## src/verilog/sd_pkg.sv

```systemverilog
package sd_pkg;

  // card clock dividers, system clocks per half period
  localparam logic [7:0] DIV_SLOW_HALF = 8'd125;
  localparam logic [7:0] DIV_FAST_HALF = 8'd2;

  // slow card clocks with chip select high before CMD0
  localparam logic [6:0] POWERUP_CLOCKS = 7'd80;
  localparam logic [3:0] RETRY_LIMIT = 4'd10;
  localparam logic [7:0] RESP_TIMEOUT_BITS = 8'd100;

  localparam logic [5:0] FRAME_BITS = 6'd48;
  localparam logic [5:0] R1_BITS = 6'd8;
  localparam logic [5:0] R7_BITS = 6'd40;

  // command indices
  localparam logic [5:0] CMD_GO_IDLE = 6'd0;
  localparam logic [5:0] CMD_SEND_IF_COND = 6'd8;
  localparam logic [5:0] CMD_APP_CMD = 6'd55;
  localparam logic [5:0] CMD_SD_SEND_OP_COND = 6'd41;
  localparam logic [5:0] CMD_READ_OCR = 6'd58;

  // 2.7-3.6 V range plus check pattern
  localparam logic [31:0] ARG_IF_COND = 32'h0000_01AA;
  localparam logic [31:0] ARG_HCS = 32'h4000_0000;

  localparam logic [7:0] R1_IDLE = 8'h01;
  localparam logic [7:0] R1_READY = 8'h00;
  localparam logic [7:0] R1_ILLEGAL_IDLE = 8'h05;

  typedef struct packed {
    logic [1:0]  start;
    logic [5:0]  index;
    logic [31:0] arg;
    logic [6:0]  crc;
    logic        stop;
  } sd_frame_s;

  // same 48 bits, as fields or as the shift vector
  typedef union packed {
    sd_frame_s   fields;
    logic [47:0] raw;
  } sd_frame_u;

  typedef struct packed {
    logic [7:0]  r1;
    logic [31:0] tail;
  } sd_resp_s;

  typedef struct packed {
    sd_frame_u frame;
    logic      long_resp;
  } sd_cmd_req_s;

endpackage

```

## src/verilog/sd_clk_gen.sv

```systemverilog
`timescale 1ns/1ps

module sd_clk_gen import sd_pkg::*; (
  input  logic clk,
  input  logic rst_n,
  input  logic fast_sel,
  output logic sd_sclk,
  output logic sclk_rise,
  output logic sclk_fall
);

  logic [7:0] half_q;
  logic [7:0] cnt_q;
  logic       edge_hit;

  assign edge_hit = (cnt_q == half_q - 8'd1);

  always_ff @(posedge clk) begin
    if (!rst_n) begin
      half_q    <= DIV_SLOW_HALF;
      cnt_q     <= 8'd0;
      sd_sclk   <= 1'b0;
      sclk_rise <= 1'b0;
      sclk_fall <= 1'b0;
    end else begin
      // strobes line up with the toggle of sd_sclk
      sclk_rise <= edge_hit && !sd_sclk;
      sclk_fall <= edge_hit && sd_sclk;
      if (edge_hit) begin
        cnt_q   <= 8'd0;
        sd_sclk <= ~sd_sclk;
        // new rate only takes effect at a half period boundary
        half_q  <= fast_sel ? DIV_FAST_HALF : DIV_SLOW_HALF;
      end else begin
        cnt_q <= cnt_q + 8'd1;
      end
    end
  end

endmodule

```

## src/verilog/sd_cmd_engine.sv

```systemverilog
`timescale 1ns/1ps

module sd_cmd_engine import sd_pkg::*; (
  input  logic        clk,
  input  logic        rst_n,
  input  logic        sclk_rise,
  input  logic        sclk_fall,
  input  logic        cmd_start,
  input  sd_cmd_req_s cmd_req,
  input  logic        sd_miso,
  output logic        sd_mosi,
  output logic        cmd_done,
  output logic        resp_timeout,
  output sd_resp_s    resp
);

  typedef enum logic [1:0] {
    ST_IDLE,
    ST_SEND,
    ST_WAIT,
    ST_RECV
  } eng_state_e;

  eng_state_e  state;
  sd_frame_u   frame_q;
  logic        long_q;
  logic [6:0]  crc_q;
  logic [6:0]  crc_next;
  logic        crc_fb;
  logic [5:0]  bit_cnt;
  logic [7:0]  to_cnt;
  logic [39:0] rx_sh;
  logic [39:0] rx_next;
  logic [5:0]  rx_len;
  logic        rx_last;
  logic        to_hit;

  // crc7, x^7 + x^3 + 1
  assign crc_fb   = frame_q.raw[47] ^ crc_q[6];
  assign crc_next = {crc_q[5:0], 1'b0} ^ (crc_fb ? 7'h09 : 7'h00);

  assign rx_next = {rx_sh[38:0], sd_miso};
  assign rx_len  = long_q ? R7_BITS : R1_BITS;
  assign rx_last = (state == ST_RECV) && sclk_rise && (bit_cnt == rx_len - 6'd1);
  assign to_hit  = (state == ST_WAIT) && sclk_rise && sd_miso &&
                   (to_cnt == RESP_TIMEOUT_BITS - 8'd1);

  // frame, crc and response shifters
  always_ff @(posedge clk) begin
    if (state == ST_IDLE && cmd_start) begin
      frame_q <= cmd_req.frame;
      long_q  <= cmd_req.long_resp;
      crc_q   <= 7'd0;
    end else if (state == ST_SEND && sclk_fall) begin
      if (bit_cnt < FRAME_BITS - 6'd8) begin
        crc_q <= crc_next;
      end
      if (bit_cnt == FRAME_BITS - 6'd9) begin
        // last payload bit out, drop crc and stop bit in behind it
        frame_q.raw[47:40] <= {crc_next, 1'b1};
      end else begin
        frame_q.raw <= {frame_q.raw[46:0], 1'b1};
      end
    end
    if (sclk_rise && (state == ST_WAIT || state == ST_RECV)) begin
      rx_sh <= rx_next;
    end
    if (rx_last) begin
      resp.r1   <= rx_next[7:0];
      resp.tail <= long_q ? rx_next[31:0] : 32'hFFFF_FFFF;
      if (long_q) begin
        resp.r1 <= rx_next[39:32];
      end
    end else if (to_hit) begin
      resp <= '1;
    end
  end

  always_ff @(posedge clk) begin
    if (!rst_n) begin
      state        <= ST_IDLE;
      bit_cnt      <= 6'd0;
      to_cnt       <= 8'd0;
      sd_mosi      <= 1'b1;
      cmd_done     <= 1'b0;
      resp_timeout <= 1'b0;
    end else begin
      cmd_done <= 1'b0;
      case (state)
        ST_IDLE: begin
          if (cmd_start) begin
            bit_cnt <= 6'd0;
            state   <= ST_SEND;
          end
        end
        ST_SEND: begin
          if (sclk_fall) begin
            sd_mosi <= frame_q.raw[47];
            if (bit_cnt == FRAME_BITS - 6'd1) begin
              to_cnt <= 8'd0;
              state  <= ST_WAIT;
            end else begin
              bit_cnt <= bit_cnt + 6'd1;
            end
          end
        end
        ST_WAIT: begin
          if (to_hit) begin
            resp_timeout <= 1'b1;
            cmd_done     <= 1'b1;
            state        <= ST_IDLE;
          end else if (sclk_rise && !sd_miso) begin
            // start bit is the msb of r1
            bit_cnt <= 6'd1;
            state   <= ST_RECV;
          end else if (sclk_rise) begin
            to_cnt <= to_cnt + 8'd1;
          end
        end
        ST_RECV: begin
          if (rx_last) begin
            resp_timeout <= 1'b0;
            cmd_done     <= 1'b1;
            state        <= ST_IDLE;
          end else if (sclk_rise) begin
            bit_cnt <= bit_cnt + 6'd1;
          end
        end
        default: state <= ST_IDLE;
      endcase
    end
  end

endmodule

```

## src/verilog/sd_init_fsm.sv

```systemverilog
`timescale 1ns/1ps

module sd_init_fsm import sd_pkg::*; (
  input  logic        clk,
  input  logic        rst_n,
  input  logic        sclk_rise,
  input  logic        cmd_done,
  input  logic        resp_timeout,
  input  sd_resp_s    resp,
  output logic        cmd_start,
  output sd_cmd_req_s cmd_req,
  output logic        sd_cs_n,
  output logic        fast_sel,
  output logic        init_done,
  output logic        init_error,
  output logic        card_hc,
  output logic        card_v1
);

  typedef enum logic [3:0] {
    S_PWRUP,
    S_CMD0,
    S_CMD8,
    S_OCR1,
    S_APP,
    S_OPCOND,
    S_OCR2,
    S_DONE,
    S_ERROR
  } step_e;

  step_e      step;
  logic       busy;
  logic [6:0] pwr_cnt;
  logic [3:0] retry_cnt;
  logic       retry_last;

  assign retry_last = (retry_cnt == RETRY_LIMIT - 4'd1);

  // crc field stays zero, the engine fills it in
  always_comb begin
    cmd_req = '0;
    cmd_req.frame.fields.start = 2'b01;
    cmd_req.frame.fields.stop  = 1'b1;
    case (step)
      S_CMD8: begin
        cmd_req.frame.fields.index = CMD_SEND_IF_COND;
        cmd_req.frame.fields.arg   = ARG_IF_COND;
        cmd_req.long_resp          = 1'b1;
      end
      S_OCR1, S_OCR2: begin
        cmd_req.frame.fields.index = CMD_READ_OCR;
        cmd_req.long_resp          = 1'b1;
      end
      S_APP: cmd_req.frame.fields.index = CMD_APP_CMD;
      S_OPCOND: begin
        cmd_req.frame.fields.index = CMD_SD_SEND_OP_COND;
        cmd_req.frame.fields.arg   = ARG_HCS;
      end
      default: cmd_req.frame.fields.index = CMD_GO_IDLE;
    endcase
  end

  always_ff @(posedge clk) begin
    if (!rst_n) begin
      step       <= S_PWRUP;
      busy       <= 1'b0;
      cmd_start  <= 1'b0;
      pwr_cnt    <= 7'd0;
      retry_cnt  <= 4'd0;
      sd_cs_n    <= 1'b1;
      fast_sel   <= 1'b0;
      init_done  <= 1'b0;
      init_error <= 1'b0;
      card_hc    <= 1'b0;
      card_v1    <= 1'b0;
    end else begin
      cmd_start <= 1'b0;
      case (step)
        S_PWRUP: begin
          if (sclk_rise) begin
            if (pwr_cnt == POWERUP_CLOCKS - 7'd1) begin
              sd_cs_n <= 1'b0;
              step    <= S_CMD0;
            end else begin
              pwr_cnt <= pwr_cnt + 7'd1;
            end
          end
        end
        S_DONE: begin
          fast_sel  <= 1'b1;
          init_done <= 1'b1;
        end
        S_ERROR: init_error <= 1'b1;
        default: begin
          if (!busy) begin
            cmd_start <= 1'b1;
            busy      <= 1'b1;
          end else if (cmd_done) begin
            busy <= 1'b0;
            case (step)
              S_CMD0: begin
                if (resp_timeout || resp.r1 != R1_IDLE) begin
                  if (retry_last) begin
                    step <= S_ERROR;
                  end else begin
                    retry_cnt <= retry_cnt + 4'd1;
                  end
                end else begin
                  retry_cnt <= 4'd0;
                  step      <= S_CMD8;
                end
              end
              S_CMD8: begin
                if (resp_timeout) begin
                  step <= S_ERROR;
                end else if (resp.r1 == R1_ILLEGAL_IDLE) begin
                  // v1 card does not know CMD8
                  card_v1 <= 1'b1;
                  step    <= S_OCR1;
                end else if (resp.r1 == R1_IDLE && resp.tail[11:0] == ARG_IF_COND[11:0]) begin
                  step <= S_OCR1;
                end else begin
                  step <= S_ERROR;
                end
              end
              S_OCR1: begin
                step <= (!resp_timeout && resp.r1 == R1_IDLE) ? S_APP : S_ERROR;
              end
              S_APP: step <= resp_timeout ? S_ERROR : S_OPCOND;
              S_OPCOND: begin
                if (resp_timeout) begin
                  step <= S_ERROR;
                end else if (resp.r1 == R1_IDLE) begin
                  if (retry_last) begin
                    step <= S_ERROR;
                  end else begin
                    retry_cnt <= retry_cnt + 4'd1;
                    step      <= S_APP;
                  end
                end else if (resp.r1 == R1_READY) begin
                  step <= S_OCR2;
                end else begin
                  step <= S_ERROR;
                end
              end
              S_OCR2: begin
                if (resp_timeout) begin
                  step <= S_ERROR;
                end else begin
                  // ccs bit of the ocr
                  card_hc <= resp.tail[30];
                  step    <= S_DONE;
                end
              end
              default: step <= S_ERROR;
            endcase
          end
        end
      endcase
    end
  end

endmodule

```

## src/verilog/sd_spi_init_top.sv

```systemverilog
`timescale 1ns/1ps

module sd_spi_init_top import sd_pkg::*; (
  input  logic clk,
  input  logic rst_n,
  input  logic sd_miso,
  output logic sd_sclk,
  output logic sd_mosi,
  output logic sd_cs_n,
  output logic init_done,
  output logic init_error,
  output logic card_hc,
  output logic card_v1
);

  logic        fast_sel;
  logic        sclk_rise;
  logic        sclk_fall;
  logic        cmd_start;
  logic        cmd_done;
  logic        resp_timeout;
  sd_cmd_req_s cmd_req;
  sd_resp_s    resp;

  sd_clk_gen u_clk_gen (
    .clk       (clk),
    .rst_n     (rst_n),
    .fast_sel  (fast_sel),
    .sd_sclk   (sd_sclk),
    .sclk_rise (sclk_rise),
    .sclk_fall (sclk_fall)
  );

  sd_cmd_engine u_cmd_engine (
    .clk          (clk),
    .rst_n        (rst_n),
    .sclk_rise    (sclk_rise),
    .sclk_fall    (sclk_fall),
    .cmd_start    (cmd_start),
    .cmd_req      (cmd_req),
    .sd_miso      (sd_miso),
    .sd_mosi      (sd_mosi),
    .cmd_done     (cmd_done),
    .resp_timeout (resp_timeout),
    .resp         (resp)
  );

  sd_init_fsm u_init_fsm (
    .clk          (clk),
    .rst_n        (rst_n),
    .sclk_rise    (sclk_rise),
    .cmd_done     (cmd_done),
    .resp_timeout (resp_timeout),
    .resp         (resp),
    .cmd_start    (cmd_start),
    .cmd_req      (cmd_req),
    .sd_cs_n      (sd_cs_n),
    .fast_sel     (fast_sel),
    .init_done    (init_done),
    .init_error   (init_error),
    .card_hc      (card_hc),
    .card_v1      (card_v1)
  );

endmodule

```

## config.mk

```make
export PLATFORM = sky130hd
export DESIGN_NAME = sd_spi_init_top
export DESIGN_NICKNAME = d
export VERILOG_FILES = /design/src/verilog/sd_pkg.sv /design/src/verilog/sd_clk_gen.sv /design/src/verilog/sd_cmd_engine.sv /design/src/verilog/sd_init_fsm.sv /design/src/verilog/sd_spi_init_top.sv
export SDC_FILE = /design/constraint.sdc
export NUM_CORES = 1
export LEC_CHECK = 0
export ABC_CLOCK_PERIOD_IN_PS = 3340
export BUFFER_PORTS_ARGS = -buffer_cell sky130_fd_sc_hd__buf_2
export CAP_MARGIN = 20
export CORE_ASPECT_RATIO = 0.6
export CORE_MARGIN = 5
export CORE_UTILIZATION = 45
export DETAILED_ROUTE_END_ITERATION = 8
export PLACE_DENSITY = 0.67
export REMOVE_ABC_BUFFERS = 1
export SYNTH_ARGS = -nofsm -noshare
export SYNTH_HDL_FRONTEND = slang
export SYNTH_HIERARCHICAL = 1
export SYNTH_SLANG_ARGS = --single-unit
```

## constraint.sdc

```tcl
create_clock -name clk -period 3.34 [get_ports clk]
set_input_delay 0.167 -clock clk [delete_from_list [all_inputs] [get_ports clk]]
set_output_delay 0.167 -clock clk [all_outputs]
set_load 0.05 [all_outputs]
```

==> summary.txt, run 1 <==
total of endpoints with negative setup slack in the final report -> 0
count of H-tree levels built during CTS -> 4
number of buffers added to fix hold violations after cts -> 1
measured slew at the worst slew-check pin -> 994 ps
area taken by flip-flops and latches -> 0.00449 sq mm
worst clock skew on the final layout -> 10.1 ps
clock latency reported for the late side of the worst-skew pair -> 420 ps
gate count of the mapped netlist -> 650
antenna violations before repair -> 0
netlist area before placement -> 0.00781 sq mm
Initial Utilization -> 0.457
Clock Path Buffers -> 2
power per unit of standard cell area -> 495 mW/mm^2
# IOs -> 10
Cell Chain, Critical Path -> ha_1 -> nor4bb_1 -> nand2_1 -> buf_4 -> a31o_2
Worst Setup Start Kind -> flip-flop
number of inserted filler cells in the final layout -> 1469
DRC violations left -> 0
root cell of the clock tree -> sky130_fd_sc_hd__clkbuf_16
weighted congestion at the end of routability-driven global placement -> 0.823
post-route worst setup slack -> 622 ps
total global-route track usage -> 0.142
post-cts repair resize count -> 0
number of failing hold endpoints at the final stage -> 0
warning count from the yosys run -> 6
area taken by multi-input logic gates -> 0.00294 sq mm
cell area after placement -> 0.00787 sq mm
number of input and output port buffers inserted -> 9
number of setup buffers added after CTS -> 0
maximum cell stage delay along the critical path -> 780 ps
nature of the critical path endpoint -> flip-flop
static leakage -> 3.06 nW
cell count along the critical path -> 5
crit path DAT -> 2770 ps
wire length per cell after detailed routing -> 15.3 um
maximum resistive drop on vdd -> 0.289 mV
die footprint -> 0.0202 sq mm
Slew Viols, Final -> 0
CTS tree -> built
pin count of the biggest net entering global routing -> 66
number of buffers created by CTS -> 17
initial drt markers -> 453
total vias in the final route -> 4715
sum of routed wire length over all layers -> 13.8 mm
Worst Setup Path Type -> flip-flop to flip-flop
core region area -> 0.0171 sq mm
sink count of the clock tree -> 170
worst min path class -> primary input to flip-flop
Max-slew headroom -> 0.337
Area Overhead vs Synth -> 8.15%
crit path buf inv count -> 1
RSZ-0062 raised after global routing -> false
highest fanout seen on the critical path -> 40
post-route antenna net violation count -> 0
final std cell area, no fill -> 0.00845 sq mm
vias in the first global route -> 4589
pre-CTS setup slack -> 667 ps
Final nets -> 662
total number of placement rows -> 37
fraction of final layout cells sized beyond drive strength 1 -> 0.170
first drt pass iteration count -> 5
worst hold slack -> 234 ps
run status -> completed
average cell area after synthesis -> 12.0 sq um
most frequent standard cell in the layout excluding fill and tap cells -> sky130_fd_sc_hd__edfxtp_1
max-capacitance violation count -> 0
most frequent cells in the layout -> sky130_fd_sc_hd__edfxtp_1 (109), sky130_fd_sc_hd__dfxtp_1 (61), sky130_fd_sc_hd__nand2_1 (47), sky130_fd_sc_hd__nor2_1 (41), sky130_fd_sc_hd__mux2_2 (40)
cells on worst reg2reg path -> 5
final critical delay including setup and external delays -> 2720 ps
Avg Vias per Cell -> 5.26
clock-pin transition on the worst setup and hold timing paths -> 60 ps
slowest cell on the critical path -> sky130_fd_sc_hd__nor4bb_1
global-route wire length before repair -> 23.2 mm
cell family contributing the most delay on the critical path -> simple AND/OR/NAND/NOR gates
antenna diode count -> 0
HPWL after detailed placement -> 9.15 mm
hold-critical path depth -> 3
period utilization -> 0.814
critical path required time -> 3390 ps
Die X -> 180 um
maximum operating frequency -> 368 MHz
total global routing overflow -> 0
Die Y-Extent -> 112 um
setup TNS -> 0 ps
-- registers in the layout, summed over array words and instances, names as in the netlist, 2 cells and up --
name                  count
u_init_fsm/pwr_cnt        7
u_cmd_engine/to_cnt       8
u_cmd_engine/state        2
u_clk_gen/cnt_q           8
u_cmd_engine/bit_cnt      6
u_cmd_engine/rx_sh       39
u_cmd_engine/crc_q        7
u_cmd_engine/resp        21
u_init_fsm/step           4
u_cmd_engine/frame_q     48
u_init_fsm/retry_cnt      4
u_clk_gen/half_q          2
-- stage by stage --
stage | cells | total power, mW | utilization
global route | 897 | 4.33 | 0.495
CTS | 897 | 4.23 | 0.495
finish | 897 | 4.18 | 0.495
global placement | 864 | 2.29 | 0.460
detailed placement | 864 | 2.30 | 0.460
floorplan | 615 | 2.28 | -
-- final timing paths --
kind	from	end	slack, ps
worst max register to register	u_cmd_engine/bit_cnt[1]	u_cmd_engine/frame_q[34]	620
worst min register to register	u_cmd_engine/rx_sh[22]	u_cmd_engine/rx_sh[23]	420
worst max-delay path	u_cmd_engine/bit_cnt[1]	u_cmd_engine/frame_q[34]	620
worst min-delay path	rst_n	u_init_fsm/sd_cs_n	230
-- area by class of cell --
class / count / share of cell area
clock inverter: 13 / 0.0166
multi-input combinational: 431 / 0.348
clock buffer: 19 / 0.0512
timing repair buffer: 16 / 0.0118
inverter: 14 / 0.00622
tap: 234 / 0.0347
sequential: 170 / 0.532
-- worst reg2reg max path: cells and delay by family (launching register included) --
kind | cells | cell delay (ps)
DFF | 1 | 390
buffers and inverters | 1 | 220
and+or+nand+nor | 2 | 930
AOI/OAI and AO/OA | 1 | 550
adders and majority gates | 1 | 240
-- report_power, final --
group | internal, mW | switching, mW
combinational | 0.00997 | 0.0253
sequential | 2.21 | 0.00448
clock | 1.11 | 0.819
-- routing by layer --
metal | vias to the layer above | GRT usage | wire (um)
met5 | - | 0 | 0
met3 | 9 | 0.0363 | 701
met4 | 0 | 0.0428 | 121
li1 | 2299 | - | -
met2 | 109 | 0.218 | 6200
met1 | 2298 | 0.200 | 6740
(Power assumes the default switching activity.)
==> inputs of run 2 (changes only) <==
--- a/config.mk
+++ b/config.mk
@@ -5,14 +5,15 @@
 export SDC_FILE = /design/constraint.sdc
 export NUM_CORES = 1
 export LEC_CHECK = 0
-export ABC_CLOCK_PERIOD_IN_PS = 3340
+export ABC_AREA = 1
+export ABC_CLOCK_PERIOD_IN_PS = 2300
 export BUFFER_PORTS_ARGS = -buffer_cell sky130_fd_sc_hd__buf_2
 export CAP_MARGIN = 20
 export CORE_ASPECT_RATIO = 0.6
 export CORE_MARGIN = 5
 export CORE_UTILIZATION = 45
 export DETAILED_ROUTE_END_ITERATION = 8
-export PLACE_DENSITY = 0.67
+export PLACE_DENSITY = 0.69
 export REMOVE_ABC_BUFFERS = 1
 export SYNTH_ARGS = -nofsm -noshare
 export SYNTH_HDL_FRONTEND = slang
==> constraint.sdc (replaced) <==
create_clock -name clk -period 2.3 [get_ports clk]
set_input_delay 0.115 -clock clk [delete_from_list [all_inputs] [get_ports clk]]
set_output_delay 0.115 -clock clk [all_outputs]
set_load 0.05 [all_outputs]
==> run 2 against run 1 <==
Via count increased by 22%. Sequential cell count unchanged. First-iteration DRC count increased by 25%. Final cell count increased by 34%. Clock-buffer cell count decreased by 1. Clock power increased by 44%. Design area increased by 6.9%. Global-route usage increased by 0.88 points. Area after synthesis increased by 5.8%. Sequential power increased by 49%. Wire length increased by 9.1%.
==> summary.txt, run 2 <==
netlist area before placement -> 0.00827 sq mm (was 0.00781 sq mm)
Max-slew headroom -> 0.578 (was 0.337)
HPWL after detailed placement -> 10.1 mm (was 9.15 mm)
crit path DAT -> 2040 ps (was 2770 ps)
origin of the worst min-delay path -> rst_n (unchanged)
Worst Setup SP -> u_cmd_engine/bit_cnt[0] (was u_cmd_engine/bit_cnt[1])
Slew Viols, Final -> 0 (unchanged)
Clock Path Buffers -> 2 (unchanged)
Avg Vias per Cell -> 4.77 (was 5.26)
run status -> completed (unchanged)
initial drt markers -> 564 (was 453)
Area Overhead vs Synth -> 9.22% (was 8.15%)
period utilization -> 0.823 (was 0.814)
power per unit of standard cell area -> 731 mW/mm^2 (was 495 mW/mm^2)
gate count of the mapped netlist -> 939 (was 650)
worst clock skew on the final layout -> 9.33 ps (was 10.1 ps)
Initial Utilization -> 0.458 (was 0.457)
average cell area after synthesis -> 8.80 sq um (was 12.0 sq um)
sequential share of power -> 0.501 (was 0.530)
post-cts repair resize count -> 0 (unchanged)
clock network power share -> 0.420 (was 0.462)
wire length per cell after detailed routing -> 12.5 um (was 15.3 um)
final core utilization -> 0.500 (was 0.495)
CTS tree -> built (unchanged)
measured slew at the worst slew-check pin -> 632 ps (was 994 ps)
cell area after placement -> 0.00844 sq mm (was 0.00787 sq mm)
Worst Setup Start Kind -> flip-flop (unchanged)
total global routing overflow -> 0 (unchanged)
weighted congestion at the end of routability-driven global placement -> 0.877 (was 0.823)
Final nets -> 963 (was 662)
internal power consumption -> 4.85 mW (was 3.33 mW)
antenna diode count -> 0 (unchanged)
maximum operating frequency -> 529 MHz (was 368 MHz)
die footprint -> 0.0213 sq mm (was 0.0202 sq mm)
most frequent standard cell in the layout excluding fill and tap cells -> sky130_fd_sc_hd__nand2_1 (was sky130_fd_sc_hd__edfxtp_1)
# IOs -> 10 (unchanged)
global-route wire length before repair -> 25.6 mm (was 23.2 mm)
nature of the critical path endpoint -> flip-flop (unchanged)
static leakage -> 3.67 nW (was 3.06 nW)
pin count of the biggest net entering global routing -> 45 (was 66)
switching pwr -> 1.75 mW (was 849 uW)
highest fanout seen on the critical path -> 13 (was 40)
sum of routed wire length over all layers -> 15.0 mm (was 13.8 mm)
startpoint of the lowest-slack register-to-register path -> u_cmd_engine/bit_cnt[0] (was u_cmd_engine/bit_cnt[1])
total global-route track usage -> 0.151 (was 0.142)
clock latency reported for the late side of the worst-skew pair -> 430 ps (was 420 ps)
Die Y-Extent -> 115 um (was 112 um)
final std cell area, no fill -> 0.00903 sq mm (was 0.00845 sq mm)
max-capacitance violation count -> 0 (unchanged)
count of H-tree levels built during CTS -> 4 (unchanged)
worst hold slack -> 47.9 ps (was 234 ps)
maximum resistive drop on vdd -> 0.555 mV (was 0.289 mV)
fraction of final layout cells sized beyond drive strength 1 -> 0.128 (was 0.170)
warning count from the yosys run -> 6 (unchanged)
net switching share of the total power -> 0.264 (was 0.203)
DRC violations left -> 0 (unchanged)
Die X -> 185 um (was 180 um)
total of endpoints with negative setup slack in the final report -> 0 (unchanged)
sink count of the clock tree -> 170 (unchanged)
Worst Setup Path Type -> flip-flop to flip-flop (unchanged)
post-route antenna net violation count -> 0 (unchanged)
largest register by flop count -> u_cmd_engine/frame_q (unchanged)
worst min path class -> primary input to flip-flop (unchanged)
total number of placement rows -> 38 (was 37)
critical path required time -> 2450 ps (was 3390 ps)
vias in the first global route -> 5186 (was 4589)
clock-pin transition on the worst setup and hold timing paths -> 70 ps (was 60 ps)
Regs by FF count -> u_cmd_engine/frame_q (48), u_cmd_engine/rx_sh (39), u_cmd_engine/resp (21) (unchanged)
most frequent cells in the layout -> sky130_fd_sc_hd__nand2_1 (290), sky130_fd_sc_hd__edfxtp_1 (109), sky130_fd_sc_hd__inv_1 (90), sky130_fd_sc_hd__nor2_1 (87), sky130_fd_sc_hd__dfxtp_1 (61) (was sky130_fd_sc_hd__edfxtp_1 (109), sky130_fd_sc_hd__dfxtp_1 (61), sky130_fd_sc_hd__nand2_1 (47), sky130_fd_sc_hd__nor2_1 (41), sky130_fd_sc_hd__mux2_2 (40))
RSZ-0062 raised after global routing -> false (unchanged)
number of inserted filler cells in the final layout -> 1672 (was 1469)
total vias in the final route -> 5746 (was 4715)
share of power burned in combinational logic -> 0.079 (was 0.008)
final critical delay including setup and external delays -> 1890 ps (was 2720 ps)
number of buffers created by CTS -> 17 (unchanged)
root cell of the clock tree -> sky130_fd_sc_hd__clkbuf_16 (unchanged)
core region area -> 0.0181 sq mm (was 0.0171 sq mm)
number of input and output port buffers inserted -> 9 (unchanged)
number of failing hold endpoints at the final stage -> 0 (unchanged)
number of flip-flops under the largest register name -> 48 (unchanged)
antenna violations before repair -> 0 (unchanged)
first drt pass iteration count -> 5 (unchanged)
[run 2: layout make-up]
| type | instances | area [sq um] | area share |
|---|---|---|---|
| sequential | 170 | 4490 | 0.498 |
| multi-input combinational | 636 | 3080 | 0.341 |
| clock buffer | 18 | 429 | 0.0475 |
| inverter | 105 | 402 | 0.0445 |
| tap | 240 | 300 | 0.0333 |
| timing repair buffer | 21 | 175 | 0.0194 |
| clock inverter | 14 | 149 | 0.0165 |
[run 2: critical path: stages (launching register included)]
cell and delay, ps:
sky130_fd_sc_hd__dfxtp_1 360, sky130_fd_sc_hd__ha_1 210, sky130_fd_sc_hd__nand2_1 100, sky130_fd_sc_hd__nor2_1 280, sky130_fd_sc_hd__nand2_1 110, sky130_fd_sc_hd__nor2_2 430
sky130_fd_sc_hd__nand2_1 120
[run 2: metrics by stage]
step / std cells / TNS (ps) / total power [mW] / setup WS, ps
floorplan: 911 / -85640 / 3.75 / -2140
global placement: 1171 / 0 / 3.87 / 481
detailed placement: 1171 / 0 / 3.88 / 424
CTS: 1204 / 0 / 6.66 / 414
global route: 1204 / 0 / 6.90 / 210
finish: 1204 / 0 / 6.60 / 408
[run 2: layer usage]
metal | GRT usage | wire (um)
met1 | 0.248 | 8330
met2 | 0.190 | 5560
met3 | 0.0436 | 1020
met4 | 0.0367 | 107
met5 | 0 | 0
[run 2: worst paths after layout]
path	depth (start not counted)	slack, ps	endpoint
worst max-delay path	6	410	u_cmd_engine/resp[0]
worst min-delay path	2	50	u_cmd_engine/sd_mosi
worst max register to register	6	410	u_cmd_engine/resp[0]
worst min register to register	0	420	u_cmd_engine/rx_sh[21]
[run 2: timing repair]
item,CTS,global route
endpoints found under the hold margin,1,0
setup buffers,0,0
hold buffers,1,0
[run 2: power by group through the flow]
stage / combinational [mW] / clock, mW / sequential [mW]
2_1_floorplan: 0.385 / 0 / 3.36
5_1_grt: 0.591 / 3.00 / 3.31
3_5_place_dp: 0.507 / 0 / 3.37
4_1_cts: 0.514 / 2.85 / 3.30
6_report: 0.521 / 2.77 / 3.30
3_3_place_gp: 0.501 / 0 / 3.37
